$ cat src/hdl/jtgng_video_pkg.sv
`default_nettype none

package jtgng_video_pkg;

	// Native raster scaled down for simulation
	localparam int H_ACTIVE    = 16;
	localparam int H_TOTAL     = 24;
	localparam int V_ACTIVE    = 8;
	localparam int V_TOTAL     = 12;

	// VGA sync placement
	localparam int V_SYNC_LINE = 10;  // Native line with vs high
	localparam int HS_START    = 18;  // First hs slot of each replay
	localparam int HS_LEN      = 3;

	// Counter and line buffer address widths
	localparam int HCNT_W  = $clog2(H_TOTAL);
	localparam int VCNT_W  = $clog2(V_TOTAL);
	localparam int HADDR_W = $clog2(H_ACTIVE);

	// Colour depth
	localparam int COLOR_W = 4;
	localparam int VGA_W   = 6;

	localparam int RST_STRETCH = 3;  // Extra reset cycles

	typedef enum logic [1:0] {
		ST_RESET,
		ST_WAIT_FRAME,
		ST_RUN
	} ctrl_state_t;

endpackage

`default_nettype wire

$ cat src/hdl/jtgng_video_if.sv
`timescale 1ns/1ps
`default_nettype none

interface video_if import jtgng_video_pkg::*; ();

	logic                pxl_cen;  // Native pixel enable
	logic [HCNT_W-1:0]   hcnt;
	logic [VCNT_W-1:0]   vcnt;
	logic                lhbl;     // High while inside the visible columns
	logic                lvbl;     // High while inside the visible lines
	logic [COLOR_W-1:0]  red;
	logic [COLOR_W-1:0]  green;
	logic [COLOR_W-1:0]  blue;

	// Raster generator
	modport timing_mp(output pxl_cen, hcnt, vcnt, lhbl, lvbl);

	// Pixel source
	modport pattern_mp(
		input  pxl_cen, hcnt, vcnt, lhbl, lvbl,
		output red, green, blue
	);

	// Scan doubler side
	modport sink_mp(input pxl_cen, hcnt, vcnt, lhbl, lvbl, red, green, blue);

endinterface

`default_nettype wire

$ cat src/hdl/jtgng_video_ctrl.sv
`timescale 1ns/1ps
`default_nettype none

module jtgng_video_ctrl import jtgng_video_pkg::*; (
	input  logic clk_gng,
	input  logic rst,
	input  logic frame_start,
	input  logic dip_flip,
	input  logic dip_test,
	output logic core_rst,
	output logic dip_flip_q,
	output logic dip_test_q
);

	logic [RST_STRETCH-1:0] rst_sr;
	ctrl_state_t            state;

	// Reset stretcher shifts ones out after rst is released
	always_ff @(posedge clk_gng) begin
		if (rst) begin
			{core_rst, rst_sr} <= '1;
		end else begin
			{core_rst, rst_sr} <= {rst_sr, 1'b0};
		end
	end

	always_ff @(posedge clk_gng) begin
		if (core_rst) begin
			state      <= ST_RESET;
			dip_flip_q <= 1'b0;
			dip_test_q <= 1'b0;
		end else begin
			case (state)
				ST_RESET:      state <= ST_WAIT_FRAME;
				ST_WAIT_FRAME: if (frame_start) state <= ST_RUN;  // First full frame
				ST_RUN:        state <= ST_RUN;
				default:       state <= ST_RESET;
			endcase
			// DIPs only change at a frame boundary
			if (state != ST_RESET && frame_start) begin
				dip_flip_q <= dip_flip;
				dip_test_q <= dip_test;
			end
		end
	end

endmodule

`default_nettype wire

$ cat src/hdl/jtgng_timing.sv
`timescale 1ns/1ps
`default_nettype none

module jtgng_timing import jtgng_video_pkg::*; (
	input  logic         clk_gng,
	input  logic         core_rst,
	video_if.timing_mp   vid,
	output logic         frame_start
);

	logic h_last;
	logic v_last;

	assign h_last = vid.hcnt == HCNT_W'(H_TOTAL - 1);
	assign v_last = vid.vcnt == VCNT_W'(V_TOTAL - 1);

	// Pixel enable at half the clock rate steps the counters
	always_ff @(posedge clk_gng) begin
		if (core_rst) begin
			vid.pxl_cen <= 1'b0;
			vid.hcnt    <= '0;
			vid.vcnt    <= '0;
		end else begin
			vid.pxl_cen <= ~vid.pxl_cen;
			if (vid.pxl_cen) begin
				if (h_last) begin
					vid.hcnt <= '0;
					if (v_last) begin
						vid.vcnt <= '0;
					end else begin
						vid.vcnt <= vid.vcnt + 1'b1;
					end
				end else begin
					vid.hcnt <= vid.hcnt + 1'b1;
				end
			end
		end
	end

	// Blanking straight from the counts
	assign vid.lhbl = vid.hcnt < HCNT_W'(H_ACTIVE);
	assign vid.lvbl = vid.vcnt < VCNT_W'(V_ACTIVE);

	// Last enable of pixel (0,0)
	assign frame_start = vid.pxl_cen && vid.hcnt == '0 && vid.vcnt == '0;

endmodule

`default_nettype wire

$ cat src/hdl/jtgng_pattern.sv
`timescale 1ns/1ps
`default_nettype none

module jtgng_pattern import jtgng_video_pkg::*; (
	input  logic         clk_gng,
	input  logic         core_rst,
	video_if.pattern_mp  vid,
	input  logic         dip_flip_q,
	input  logic         dip_test_q
);

	logic [HCNT_W-1:0]  hcnt_q;
	logic [VCNT_W-1:0]  vcnt_q;
	logic               active_q;
	logic               cen_d;
	logic [HCNT_W-1:0]  x;
	logic [COLOR_W-1:0] sum;

	assign x   = dip_flip_q ? HCNT_W'(H_ACTIVE - 1) - hcnt_q : hcnt_q;  // Mirrored column
	assign sum = x[COLOR_W-1:0] + COLOR_W'(vcnt_q);

	always_ff @(posedge clk_gng) begin
		if (core_rst) begin
			cen_d <= 1'b0;
		end else begin
			cen_d <= vid.pxl_cen;
		end
	end

	// Coordinates of the pixel that ends on this enable
	always_ff @(posedge clk_gng) begin
		if (vid.pxl_cen) begin
			hcnt_q   <= vid.hcnt;
			vcnt_q   <= vid.vcnt;
			active_q <= vid.lhbl && vid.lvbl;
		end
	end

	// Colour one cycle later so a fresh DIP latch is seen
	always_ff @(posedge clk_gng) begin
		if (cen_d) begin
			if (!active_q) begin
				vid.red   <= '0;
				vid.green <= '0;
				vid.blue  <= '0;
			end else if (dip_test_q) begin
				vid.red   <= x[0] ? '0 : '1;  // Vertical bars
				vid.green <= x[0] ? '0 : '1;
				vid.blue  <= x[0] ? '0 : '1;
			end else begin
				vid.red   <= x[COLOR_W-1:0];
				vid.green <= COLOR_W'(vcnt_q);
				vid.blue  <= sum;
			end
		end
	end

endmodule

`default_nettype wire

$ cat src/hdl/jtgng_scandoubler.sv
`timescale 1ns/1ps
`default_nettype none

module jtgng_scandoubler import jtgng_video_pkg::*; (
	input  logic             clk_gng,
	input  logic             core_rst,
	video_if.sink_mp         vid,
	output logic [VGA_W-1:0] vga_r,
	output logic [VGA_W-1:0] vga_g,
	output logic [VGA_W-1:0] vga_b,
	output logic             vga_hs,
	output logic             vga_vs,
	output logic             vga_de
);

	logic [3*COLOR_W-1:0] line_buf [2*H_ACTIVE];  // Ping-pong pair of lines
	logic [HADDR_W-1:0]   wr_addr;
	logic                 wr_sel;
	logic                 wr_en;
	logic [HCNT_W-1:0]    rd_slot;
	logic                 line_act;
	logic                 line_end;
	logic                 de;
	logic                 hs;
	logic [3*COLOR_W-1:0] rd_pix;

	// 4 to 6 bits by repeating the top bits
	function automatic logic [VGA_W-1:0] expand(input logic [COLOR_W-1:0] c);
		return {c, c[COLOR_W-1 -: VGA_W-COLOR_W]};
	endfunction

	assign line_end = vid.pxl_cen && vid.hcnt == HCNT_W'(H_TOTAL - 1);

	// Colour arrives one pixel after its coordinates
	always_ff @(posedge clk_gng) begin
		if (core_rst) begin
			wr_en <= 1'b0;
		end else if (vid.pxl_cen) begin
			wr_en <= vid.lhbl && vid.lvbl;
		end
	end

	always_ff @(posedge clk_gng) begin
		if (vid.pxl_cen) begin
			wr_addr <= vid.hcnt[HADDR_W-1:0];
			wr_sel  <= vid.vcnt[0];  // Buffer half by line parity
		end
	end

	always_ff @(posedge clk_gng) begin
		if (vid.pxl_cen && wr_en) begin
			line_buf[{wr_sel, wr_addr}] <= {vid.red, vid.green, vid.blue};
		end
	end

	// Read slot runs at full rate for two replays per native line
	always_ff @(posedge clk_gng) begin
		if (core_rst) begin
			rd_slot  <= '0;
			line_act <= 1'b0;
		end else begin
			if (line_end || rd_slot == HCNT_W'(H_TOTAL - 1)) begin
				rd_slot <= '0;
			end else begin
				rd_slot <= rd_slot + 1'b1;
			end
			if (line_end) begin
				line_act <= vid.lvbl;  // Was the finished line visible
			end
		end
	end

	assign de     = line_act && rd_slot < HCNT_W'(H_ACTIVE);
	assign hs     = rd_slot >= HCNT_W'(HS_START) && rd_slot < HCNT_W'(HS_START + HS_LEN);
	assign rd_pix = line_buf[{~vid.vcnt[0], rd_slot[HADDR_W-1:0]}];  // Previous line

	always_ff @(posedge clk_gng) begin
		if (core_rst) begin
			vga_r  <= '0;
			vga_g  <= '0;
			vga_b  <= '0;
			vga_hs <= 1'b0;
			vga_vs <= 1'b0;
			vga_de <= 1'b0;
		end else begin
			vga_de <= de;
			vga_hs <= hs;
			vga_vs <= vid.vcnt == VCNT_W'(V_SYNC_LINE);
			vga_r  <= de ? expand(rd_pix[3*COLOR_W-1 -: COLOR_W]) : '0;
			vga_g  <= de ? expand(rd_pix[2*COLOR_W-1 -: COLOR_W]) : '0;
			vga_b  <= de ? expand(rd_pix[COLOR_W-1:0]) : '0;
		end
	end

endmodule

`default_nettype wire

$ cat src/hdl/jtgng_video_top.sv
`timescale 1ns/1ps
`default_nettype none

module jtgng_video_top import jtgng_video_pkg::*; (
	input  logic             clk_gng,
	input  logic             rst,
	input  logic             dip_flip,
	input  logic             dip_test,
	output logic [VGA_W-1:0] vga_r,
	output logic [VGA_W-1:0] vga_g,
	output logic [VGA_W-1:0] vga_b,
	output logic             vga_hs,
	output logic             vga_vs,
	output logic             vga_de
);

	logic core_rst;
	logic dip_flip_q;
	logic dip_test_q;
	logic frame_start;

	video_if vid();

	jtgng_video_ctrl u_ctrl (
		.clk_gng     ( clk_gng     ),
		.rst         ( rst         ),
		.frame_start ( frame_start ),
		.dip_flip    ( dip_flip    ),
		.dip_test    ( dip_test    ),
		.core_rst    ( core_rst    ),
		.dip_flip_q  ( dip_flip_q  ),
		.dip_test_q  ( dip_test_q  )
	);

	jtgng_timing u_timing (
		.clk_gng     ( clk_gng     ),
		.core_rst    ( core_rst    ),
		.vid         ( vid         ),
		.frame_start ( frame_start )
	);

	jtgng_pattern u_pattern (
		.clk_gng     ( clk_gng     ),
		.core_rst    ( core_rst    ),
		.vid         ( vid         ),
		.dip_flip_q  ( dip_flip_q  ),
		.dip_test_q  ( dip_test_q  )
	);

	// Native to VGA rate
	jtgng_scandoubler u_scan (
		.clk_gng     ( clk_gng     ),
		.core_rst    ( core_rst    ),
		.vid         ( vid         ),
		.vga_r       ( vga_r       ),
		.vga_g       ( vga_g       ),
		.vga_b       ( vga_b       ),
		.vga_hs      ( vga_hs      ),
		.vga_vs      ( vga_vs      ),
		.vga_de      ( vga_de      )
	);

endmodule

`default_nettype wire

$ cat config.mk
export PLATFORM = sky130hd
export DESIGN_NAME = jtgng_video_top
export DESIGN_NICKNAME = d
export VERILOG_FILES = /design/src/hdl/jtgng_video_pkg.sv /design/src/hdl/jtgng_video_if.sv /design/src/hdl/jtgng_video_ctrl.sv /design/src/hdl/jtgng_timing.sv /design/src/hdl/jtgng_pattern.sv /design/src/hdl/jtgng_scandoubler.sv /design/src/hdl/jtgng_video_top.sv
export SDC_FILE = /design/constraint.sdc
export NUM_CORES = 1
export LEC_CHECK = 0
export BUFFER_PORTS_ARGS = -buffer_cell sky130_fd_sc_hd__clkbuf_2
export CELL_PAD_IN_SITES_DETAIL_PLACEMENT = 1
export CELL_PAD_IN_SITES_GLOBAL_PLACEMENT = 2
export CORE_ASPECT_RATIO = 1.4
export CORE_MARGIN = 5
export CORE_UTILIZATION = 52
export CTS_BUF_LIST = sky130_fd_sc_hd__clkbuf_4 sky130_fd_sc_hd__clkbuf_8 sky130_fd_sc_hd__clkbuf_16
export CTS_CLUSTER_SIZE = 16
export DETAILED_ROUTE_END_ITERATION = 12
export PLACE_DENSITY = 0.89
export SETUP_SLACK_MARGIN = 0.02
export SKIP_LAST_GASP = 1
export SLEW_MARGIN = 20
export SYNTH_ARGS = -nofsm -noshare
export SYNTH_HDL_FRONTEND = slang
export SYNTH_HIERARCHICAL = 1
export SYNTH_SLANG_ARGS = --single-unit
$ cat constraint.sdc
create_clock -name clk_gng -period 3.7 [get_ports clk_gng]
set_input_delay 0.37 -clock clk_gng [delete_from_list [all_inputs] [get_ports clk_gng]]
set_output_delay 0.37 -clock clk_gng [all_outputs]
set_load 0.03 [all_outputs]
==> results of run 1 <==
## worst paths after layout
| kind | slack [ps] | to | depth (start not counted) |
|---|---|---|---|
| setup / recovery | 1160 | u_scan/vga_b[1]$_SDFF_PP0_ | 5 |
| hold reg to reg | 420 | u_ctrl/rst_sr[1]$_SDFF_PP1_ | 1 |
| setup reg to reg | 1160 | u_scan/vga_b[1]$_SDFF_PP0_ | 5 |
| hold / removal | 100 | u_ctrl/dip_flip_q$_SDFFE_PP0P_ | 3 |
## synthesized netlist by cell type (8+ instances only)
| cell type | count | area share (%) |
|---|---|---|
| edfxtp_1 | 410 | 69 |
| nand2_1 | 94 | 2.0 |
| mux4_2 | 72 | 9.1 |
| nor2_1 | 62 | 1.3 |
| a21oi_1 | 50 | 1.4 |
| mux2i_1 | 43 | 2.4 |
| dfxtp_1 | 41 | 4.6 |
| o21ai_0 | 27 | 0.76 |
| a211oi_1 | 23 | 0.97 |
| buf_2 | 23 | 0.64 |
| nand3_1 | 16 | 0.45 |
| buf_4 | 12 | 0.50 |
| inv_1 | 12 | 0.25 |
| buf_6 | 10 | 0.63 |
| clkbuf_1 | 10 | 0.21 |
| ha_1 | 10 | 0.70 |
| nand2b_1 | 9 | 0.32 |
| o22ai_1 | 8 | 0.28 |
## routing by layer
layer,vias up,GRT usage [%]
met1,5073,27.5
li1,4133,-
met3,96,3.19
met2,364,41.7
met5,-,0
met4,0,9.08
## power by group
part | total (mW) | internal (mW) | switching, mW
clock network | 4.34 | 2.51 | 1.83
registers | 5.49 | 5.48 | 0.0130
logic | 0.0647 | 0.0298 | 0.0349
total | 9.89 | 8.01 | 1.88
## final cells by class
| cell class | instances | area [sq um] | share of cell area (%) |
|---|---|---|---|
| Multi-Input combinational cell | 505 | 4270 | 21.3 |
| Clock inverter | 27 | 234 | 1.16 |
| Sequential cell | 451 | 13100 | 65.4 |
| Tap cell | 451 | 564 | 2.81 |
| Timing Repair Buffer | 80 | 693 | 3.45 |
| Clock buffer | 51 | 1150 | 5.74 |
| Inverter | 13 | 48.8 | 0.243 |
## logic make-up after synthesis
family                   synth area share, %
adder cells (fa/ha/maj)                0.812
multiplexers                            11.5
XOR/XNOR                               0.630
AO/OA/AOI/OAI                           4.87
buffers and inverters                   2.62
flip-flops                              73.5
AND/OR/NAND/NOR                         6.07
## what timing repair did
| item | in CTS | in global routing |
|---|---|---|
| hold endpoints to repair | 1 | 0 |
| hold buffers | 1 | 0 |
| resized for setup | 0 | 0 |
## state kept, by name, summed over array words and instances (netlist names), 2 cells and up
name,count
u_pattern/vid.green,4
u_timing/vid.hcnt,5
u_scan/wr_addr,4
u_pattern/hcnt_q,4
u_ctrl/rst_sr,3
u_scan/vga_r,4
u_pattern/vcnt_q,4
u_ctrl/state,2
u_scan/vga_g,4
u_timing/vid.vcnt,4
u_scan/rd_slot,5
u_pattern/vid.blue,4
u_scan/line_buf,384
u_pattern/vid.red,4
u_scan/vga_b,4
## through the flow
stage	utilization (%)	hold WS [ps]
global placement	54.4	396
global route	59.1	105
floorplan	-	389
finish	59.1	96.8
detailed placement	54.4	402
CTS	58.5	89.7
## worst reg2reg max path, stage by stage, from the launching register on
cell and delay [ps]:
dfxtp_4 880, buf_4 520, mux2i_1 270, o21ai_0 120
a211oi_1 470, o32ai_1 150
## cell usage in the layout (no fill, tap or decap), drive strengths merged, types with 2 or more instances in the layout
cell type and n:
clkbuf 75, o22ai 8, nand4b 3, ha 10, nand3 17, a21oi 50, xnor2 6, nor2b 6
o31ai 2, nand4 3, nor3 2, a21o 5, dfxtp 41, bufinv 4, and2 7, mux4 72
buf 55, or3b 3, edfxtp 410, o32ai 5, a21boi 7, or2 5, a31o 3, nand4bb 5
clkinv 22, o21ai 31, nand2 94, mux2i 43, nand3b 4, nor2 62, nand2b 9, inv 14
or3 3, a211oi 23, xor2 6
==> qor.yml, run 1 <==
route:
  wl_mm: 43.8
  num_vias: 9666
  dr.max_layer_used: "met4"
  drc: 0
  ant_nets: 0
  drt_iter0_markers: 1000
  dr_wl_met3_mm: 2.25
  wl_met1_mm: 16.2
  firstDrtPassIters: 5
  wl_per_cell_um: 27.7
  wl_met2_mm: 23.6
  via_per_inst: 6.13
yosys:
  syn_area_sq_um: 17900
  synth_edf_count: 410
  synth_nets: 1043
  ys_seq_elements: 451
  ys_warn_count: 6
  synthFlopType: "edfxtp_1"
  async_flop_share_pct: 0
  syn_area_per_cell_sq_um: 17.4
  seq_area_frac_synth_pct: 73.5
  yosys.cell_types.count: 58
  syn_inst: 1028
placement:
  postPlaceCellArea_sq_um: 18500
  dp.cells: 1490
  place_congestion: 0.839
  dp_hpwl_mm: 26.6
  dp_slack_ps: 1170
  port_buffers: 24
critical_path:
  critical_path.top_delay_family: "flip-flops"
  crit_required_ps: 4100
  critical_path_buf_inv_count: 1
  path_max_fanout: 51
  path_class: "flip-flop to flip-flop"
  arrival_ps: 2940
  endpoint_kind: "flip-flop"
  startpoint_type: "flip-flop"
  max_stage_delay_ps: 880
  cp_cell_sequence: "buf_4 > mux2i_1 > o21ai_0 > a211oi_1 > o32ai_1"
  critical-path-slowest-cell: "dfxtp_4"
  crit_start: "u_scan/rd_slot[0]$_SDFF_PP0_"
  r2r_start: "u_scan/rd_slot[0]$_SDFF_PP0_"
floorplan:
  dieArea_sq_um: 38200
  core_region_area_sq_um: 34000
  start_util_pct: 52.5
  die_w_um: 167
  std_cell_rows: 80
  die_y_um: 229
  ios: 25
clock_network:
  clock-root-buffer: "clkbuf_16"
  cts_setup_buffers: 0
  cts_tree: "built"
  numCtsBuffers: 43
  ctsHtreeMaxLevel: 2
  path_clk_slew_ps: 60
  cts_max_path_buffers: 3
  clk_latency_ps: 560
  clock_sinks: 451
power:
  ir_worst_vdd_uv: 321
  powerDensity_nw_per_um2: 492
  finalPower_mw: 9.89
  p_leak_nw: 6.45
min_path:
  worstHoldStart: "dip_flip"
  hold_class: "input port to flip-flop"
timing:
  min_period_over_period_pct: 68.7
  rsz0062_at_grt: "no"
  finalSetupViolations: 0
  fin_ws_ps: 1160
  finalClockSkew_ps: 27.6
  fin_crit_ps: 2540
  tns_ps: 0
  relSlewSlack_pct: 28.3
  worstMarginPinSlew_ps: 1080
  drv_slew: 0
  hold_viol: 0
  max_freq_mhz: 394
cells_and_area:
  design_area_sq_um: 20100
  layout.cells.non_filler: 1578
  drive_gt1_share_pct: 21.6
  areaGrowthSynthToFinish_pct: 12.6
  fill_cells: 3021
  antenna_cells: 0
  nets: 1109
global_routing:
  grt_pass1_wl_mm: 66.0
  grt_util_all_layers_pct: 22.9
  grt_overflow_total: 0
  grt_pass1_vias: 10472
  antenna_found_initial: 0
  grt_max_degree: 53
outcome:
  status: "complete, no violations"
run:
  maxCapViolCount: 0
Note: power is estimated with default switching activity, not from simulation.
==> run 2, diff against run 1 <==
--- a/config.mk
+++ b/config.mk
@@ -5,16 +5,17 @@
 export SDC_FILE = /design/constraint.sdc
 export NUM_CORES = 1
 export LEC_CHECK = 0
+export ABC_AREA = 1
 export BUFFER_PORTS_ARGS = -buffer_cell sky130_fd_sc_hd__clkbuf_2
 export CELL_PAD_IN_SITES_DETAIL_PLACEMENT = 1
 export CELL_PAD_IN_SITES_GLOBAL_PLACEMENT = 2
 export CORE_ASPECT_RATIO = 1.4
 export CORE_MARGIN = 5
-export CORE_UTILIZATION = 52
+export CORE_UTILIZATION = 42
 export CTS_BUF_LIST = sky130_fd_sc_hd__clkbuf_4 sky130_fd_sc_hd__clkbuf_8 sky130_fd_sc_hd__clkbuf_16
 export CTS_CLUSTER_SIZE = 16
 export DETAILED_ROUTE_END_ITERATION = 12
-export PLACE_DENSITY = 0.89
+export PLACE_DENSITY = 0.85
 export SETUP_SLACK_MARGIN = 0.02
 export SKIP_LAST_GASP = 1
 export SLEW_MARGIN = 20
==> constraint.sdc (replaced) <==
create_clock -name clk_gng -period 2.5 [get_ports clk_gng]
set_input_delay 0.25 -clock clk_gng [delete_from_list [all_inputs] [get_ports clk_gng]]
set_output_delay 0.25 -clock clk_gng [all_outputs]
set_load 0.03 [all_outputs]
==> run 2 against run 1 <==
Net effect: sequential power is 48% higher; sequential share of layout area decreased by 5.0 points; power increased by 49%; synthesized cell count up 86%; clock power is 47% higher; global-route usage decreased by 2.0 points; critical path depth increased by 3; register-to-register slack got worse by 600 ps; critical path type unchanged; largest cell class unchanged.
==> qor.yml, run 2 <==
clock_network:
  clk_latency_ps: 560
  path_clk_slew_ps: 60
  cts_resized: 0
  cts_hold_buf: 2
  cts_tree: "built"
  clock_sinks: 451
  ctsHtreeMaxLevel: 2
  cts_max_path_buffers: 3
  cts_setup_buffers: 0
  numCtsBuffers: 44
  clock-root-buffer: "clkbuf_16"
route:
  via_per_inst: 5.00
  wl_mm: 52.6
  drt_iter0_markers: 823
  ant_nets: 0
  wl_per_cell_um: 20.1
  firstDrtPassIters: 5
  num_vias: 13081
  drc: 0
yosys:
  synth_top_area_share_pct: 64.1
  synthFlopType: "edfxtp_1"
  ys_warn_count: 6
  synth_nets: 1929
  synth_area_leaders: "edfxtp_1 (64%), nand2_1 (12%), inv_1 (5.8%), nor2_1 (4.3%), dfxtp_1 (4.3%)"
  syn_inst: 1914
  synth_edf_count: 410
  synth_common_cells: "nand2_1 (593), edfxtp_1 (410), inv_1 (297)"
  syn_area_per_cell_sq_um: 10.0
  ys_seq_elements: 451
  async_flop_share_pct: 0
  seq_area_frac_synth_pct: 68.3
  synth_top_area_cell: "edfxtp_1"
  synth.most_common_cell: "nand2_1"
  yosys.cell_types.count: 28
  syn_area_sq_um: 19200
timing:
  finalSetupViolations: 0
  min_period_over_period_pct: 77.6
  worstMarginPinSlew_ps: 1020
  max_freq_mhz: 515
  finalClockSkew_ps: 22.1
  drv_slew: 0
  relSlewSlack_pct: 31.7
  fin_ws_ps: 559
  hold_viol: 0
  rsz0062_at_grt: "no"
  tns_ps: 0
  fin_crit_ps: 1940
placement:
  dp_slack_ps: 558
  postPlaceCellArea_sq_um: 20300
  dp_hpwl_mm: 33.5
  place_congestion: 0.825
  port_buffers: 24
critical_path:
  path_class: "flip-flop to flip-flop"
  path_max_fanout: 11
  crit_required_ps: 3000
  arrival_ps: 2440
  r2r_start: "u_scan/rd_slot[2]$_SDFF_PP0_"
  cp_cell_sequence: "nor2_2 > buf_4 > nand3_1 > nand2_1 > nor2_1 > nand2_1 > a21oi_1 > nor2_1"
  endpoint_kind: "flip-flop"
  max_stage_delay_ps: 540
  critical_path_buf_inv_count: 1
  critical-path-slowest-cell: "nor2_2"
  startpoint_type: "flip-flop"
  critical_path.top_delay_family: "simple AND/OR/NAND/NOR gates"
  crit_start: "u_scan/rd_slot[2]$_SDFF_PP0_"
min_path:
  worstHoldStart: "dip_flip"
  hold_class: "input port to flip-flop"
global_routing:
  grt_util_all_layers_pct: 20.9
  grt_max_degree: 84
  grt_overflow_total: 0
  antenna_found_initial: 0
  grt_pass1_vias: 14149
  grt_pass1_wl_mm: 80.8
floorplan:
  start_util_pct: 42.6
  die_w_um: 191
  die_y_um: 263
  dieArea_sq_um: 50200
  core_region_area_sq_um: 45100
  ios: 25
  std_cell_rows: 92
cells_and_area:
  design_area_sq_um: 21800
  largest_register_ffs: 384
  top_regs: "u_scan/line_buf: 384 flops, u_scan/rd_slot: 5 flops, u_timing/vid.hcnt: 5 flops"
  drive_gt1_share_pct: 9.67
  areaGrowthSynthToFinish_pct: 13.3
  nets: 1987
  antenna_cells: 0
  top_register: "u_scan/line_buf"
  layout_common_cells: "nand2_1 (593), edfxtp_1 (410), inv_1 (296)"
  layout_commonest_cell: "nand2_1"
power:
  p_leak_nw: 9.13
  finalPower_mw: 14.7
  powerDensity_nw_per_um2: 676
  ir_worst_vdd_uv: 501
outcome:
  status: "complete, no violations"
run:
  maxCapViolCount: 0
[run 2: cell types whose count changed after synthesis, sizes merged, moves of 9 or more]
cell	before	now
o21ai	31	8
nand3	17	147
nor2	62	226
nand2	94	594
inv	13	300
or2	5	15
mux4	72	0
a211oi	23	1
mux2i	43	0
nor3	2	29
clkbuf	11	30
nand2b	9	0
[run 2: metal layers]
layer,routed length (um),up-vias,global-route usage [%]
met5,0,-,0
met4,1620,0,7.03
met3,2130,65,2.21
met2,28100,270,39.0
met1,20700,6555,25.0
li1,-,6191,-
[run 2: cell type report]
| class | count | area, sq um |
|---|---|---|
| fillers | 5017 | 23400 |
| well taps | 611 | 764 |
| clock inverters | 24 | 156 |
| repair buffers | 93 | 776 |
| multi-input cells | 1082 | 4580 |
| clock buffers | 56 | 1230 |
| inverters | 300 | 1130 |
| flip-flops and latches | 451 | 13100 |
[run 2: worst paths after layout]
path | endpoint | slack, ps | cells past startpoint
worst min register to register | u_ctrl/rst_sr[1]$_SDFF_PP1_ | 410 | 1
worst max-delay path | u_scan/vga_r[2]$_SDFF_PP0_ | 560 | 8
worst min-delay path | u_ctrl/dip_flip_q$_SDFFE_PP0P_ | 30 | 5
worst max register to register | u_scan/vga_r[2]$_SDFF_PP0_ | 560 | 8
[run 2: cell families after synthesis]
kind of cell | count (synthesis) | synth area share [%]
AOI/OAI and AO/OA | 53 | 1.45
adders and majority gates | 11 | 0.755
DFF | 451 | 68.3
and+or+nand+nor | 1013 | 21.3
xor gates and xnor gates | 5 | 0.267
buffers and inverters | 381 | 7.92
[run 2: worst reg2reg max path, cell delays in order (launching register included)]
cell     delay (ps)
dfxtp_1         400
nor2_2          540
buf_4           300
nand3_1          90
nand2_1          70
nor2_1           40
nand2_1         160
a21oi_1         150
nor2_1          140
[run 2: stage by stage]
step           util [%]  instances  hold slack [ps]
6_report           48.2       2617             31.8
5_1_grt            48.2       2617             87.4
4_1_cts            48.2       2616             14.5
3_5_place_dp       45.1       2534              401
3_3_place_gp       45.1       2534              395
2_1_floorplan         -       1914              278
[run 2: report_power, final]
part	total, mW	internal (mW)	switching (mW)
Combinational	0.199	0.0599	0.139
Sequential	8.12	8.11	0.00756
Clock	6.39	3.59	2.80
==> run 3, diff against run 2 <==
==> constraint.sdc (replaced) <==
create_clock -name clk_gng -period 1.94 [get_ports clk_gng]
set_input_delay 0.194 -clock clk_gng [delete_from_list [all_inputs] [get_ports clk_gng]]
set_output_delay 0.194 -clock clk_gng [all_outputs]
set_load 0.03 [all_outputs]
==> run 3 against run 2 <==
Net effect: count of clock-buffer cells in the layout fell by 4; non-clock buffer count grew 31; sequential share of layout area is 1.6 points lower; power rose by 33%; setup slack lost 460 ps.
==> qor.yml, run 3 (same netlist as run 2, synthesis figures left out) <==
placement:
  port_buffers: 24
  place_congestion: 0.814
  dp_slack_ps: 54.7
  dp_hpwl_mm: 33.4
route:
  drt_iter0_markers: 731
  via_per_inst: 5.00
  num_vias: 13248
  wl_mm: 53.0
  firstDrtPassIters: 5
  drc: 0
  ant_nets: 0
  wl_per_cell_um: 20.0
cells_and_area:
  top_register: "u_scan/line_buf"
  drive_gt1_share_pct: 12.8
  areaGrowthSynthToFinish_pct: 16.3
  layout_common_cells: "nand2_1 (593), edfxtp_1 (410), inv_1 (296)"
  fin_util_pct: 49.5
  antenna_cells: 0
  largest_register_ffs: 384
  nets: 2018
  layout_commonest_cell: "nand2_1"
  top_regs: "u_scan/line_buf: 384 flops, u_scan/rd_slot: 5 flops, u_timing/vid.hcnt: 5 flops"
floorplan:
  dieArea_sq_um: 50200
  std_cell_rows: 92
  start_util_pct: 42.6
  core_region_area_sq_um: 45100
  ios: 25
  die_y_um: 263
  die_w_um: 191
timing:
  min_period_over_period_pct: 94.6
  fin_ws_ps: 104
  relSlewSlack_pct: 46.4
  finalClockSkew_ps: 17.2
  fin_crit_ps: 1840
  drv_slew: 0
  finalSetupViolations: 0
  max_freq_mhz: 545
  hold_viol: 0
  worstMarginPinSlew_ps: 803
  rsz0062_at_grt: "yes"
run:
  maxCapViolCount: 0
critical_path:
  crit_required_ps: 2230
  startpoint_type: "flip-flop"
  endpoint_kind: "flip-flop"
  reg2reg_to: "u_pattern/vid.blue[3]$_SDFFCE_PN0P_"
  path_class: "flip-flop to flip-flop"
  path_max_fanout: 4
  r2r_setup_slack_ps: 100
  r2r_start: "u_ctrl/dip_flip_q$_SDFFE_PP0P_"
  arrival_ps: 2130
  ff2ff_path_depth: 9
min_path:
  hold_class: "input port to flip-flop"
  holdPathEnd: "u_ctrl/rst_sr[0]$_DFF_P_"
  worstHoldStart: "rst"
  holdPathStages: 2
power:
  powerDensity_nw_per_um2: 875
  ir_worst_vdd_uv: 510
  finalPower_mw: 19.6
  p_leak_nw: 9.35
clock_network:
  clock-root-buffer: "clkbuf_16"
  cts_max_path_buffers: 3
  ctsHtreeMaxLevel: 2
  numCtsBuffers: 44
  clk_latency_ps: 550
  clock_sinks: 451
  cts_tree: "built"
  path_clk_slew_ps: 60
global_routing:
  antenna_found_initial: 0
  grt_pass1_wl_mm: 80.1
  grt_max_degree: 71
  grt_overflow_total: 0
  grt_pass1_vias: 14231
  grt_util_all_layers_pct: 20.7
outcome:
  status: "complete, no violations"
-- run 3: how the worst max path moves through the flow --
| stage | to | cells past startpoint | slack, ps | start |
|---|---|---|---|---|
| finish | u_pattern/vid.blue[3]$_SDFFCE_PN0P_ | 9 | 100 | u_ctrl/dip_flip_q$_SDFFE_PP0P_ |
| global route | u_pattern/vid.blue[3]$_SDFFCE_PN0P_ | 9 | -30 | u_ctrl/dip_flip_q$_SDFFE_PP0P_ |
| CTS | u_pattern/vid.blue[3]$_SDFFCE_PN0P_ | 9 | 30 | u_ctrl/dip_flip_q$_SDFFE_PP0P_ |
| floorplan | u_scan/line_buf[11][0]$_DFFE_PP_ | 4 | 100 | u_timing/vid.pxl_cen$_SDFF_PP0_ |
| global placement | u_pattern/vid.blue[2]$_SDFFCE_PN0P_ | 7 | 80 | u_pattern/hcnt_q[0]$_DFFE_PP_ |
| detailed placement | u_pattern/vid.blue[3]$_SDFFCE_PN0P_ | 9 | 50 | u_ctrl/dip_flip_q$_SDFFE_PP0P_ |
-- run 3: routing by layer --
metal	vias up	wire length, um	track usage [%]
li1	6252	-	-
met1	6639	20600	24.2
met2	258	27900	38.0
met3	99	1910	2.32
met4	0	2560	9.48
met5	-	0	0
-- run 3: what timing repair did --
action | CTS | global route
endpoints found under the hold margin | 6 | 0
resized for setup | 0 | 7
endpoints found under the setup margin | 0 | 8
setup buffers | 0 | 1
hold buffers | 3 | 0
-- run 3: per-stage QoR --
stage,instance area (sq um),hold slack [ps],instances,TNS (ps)
2_1_floorplan,19300,222,1914,0
5_1_grt,22400,373,2649,-41.1
4_1_cts,22200,360,2644,0
3_3_place_gp,20700,341,2560,0
6_report,22400,360,2649,0
3_5_place_dp,20700,342,2560,0
-- run 3: report_power, final --
group / switching (mW) / total (mW) / internal [mW]
logic: 0.191 / 0.288 / 0.0969
clock network: 3.69 / 8.82 / 5.12
registers: 0.0102 / 10.5 / 10.4
-- run 3: layout make-up --
cell class | count | area, sq um
tap | 611 | 764
sequential | 451 | 13100
multi-input combinational | 1082 | 4670
fill | 5016 | 22800
inverter | 300 | 1130
timing repair buffer | 124 | 1160
clock buffer | 52 | 1210
clock inverter | 29 | 275
-- run 3: critical path, stage by stage (launching register included) --
cell and delay [ps]:
dfxtp_1 390, buf_4 170, xor2_2 190, ha_1 300, nand2_1 90, nand2_1 50, nor2_1 140, nand3_1 90
nand3_1 90, a21oi_1 70
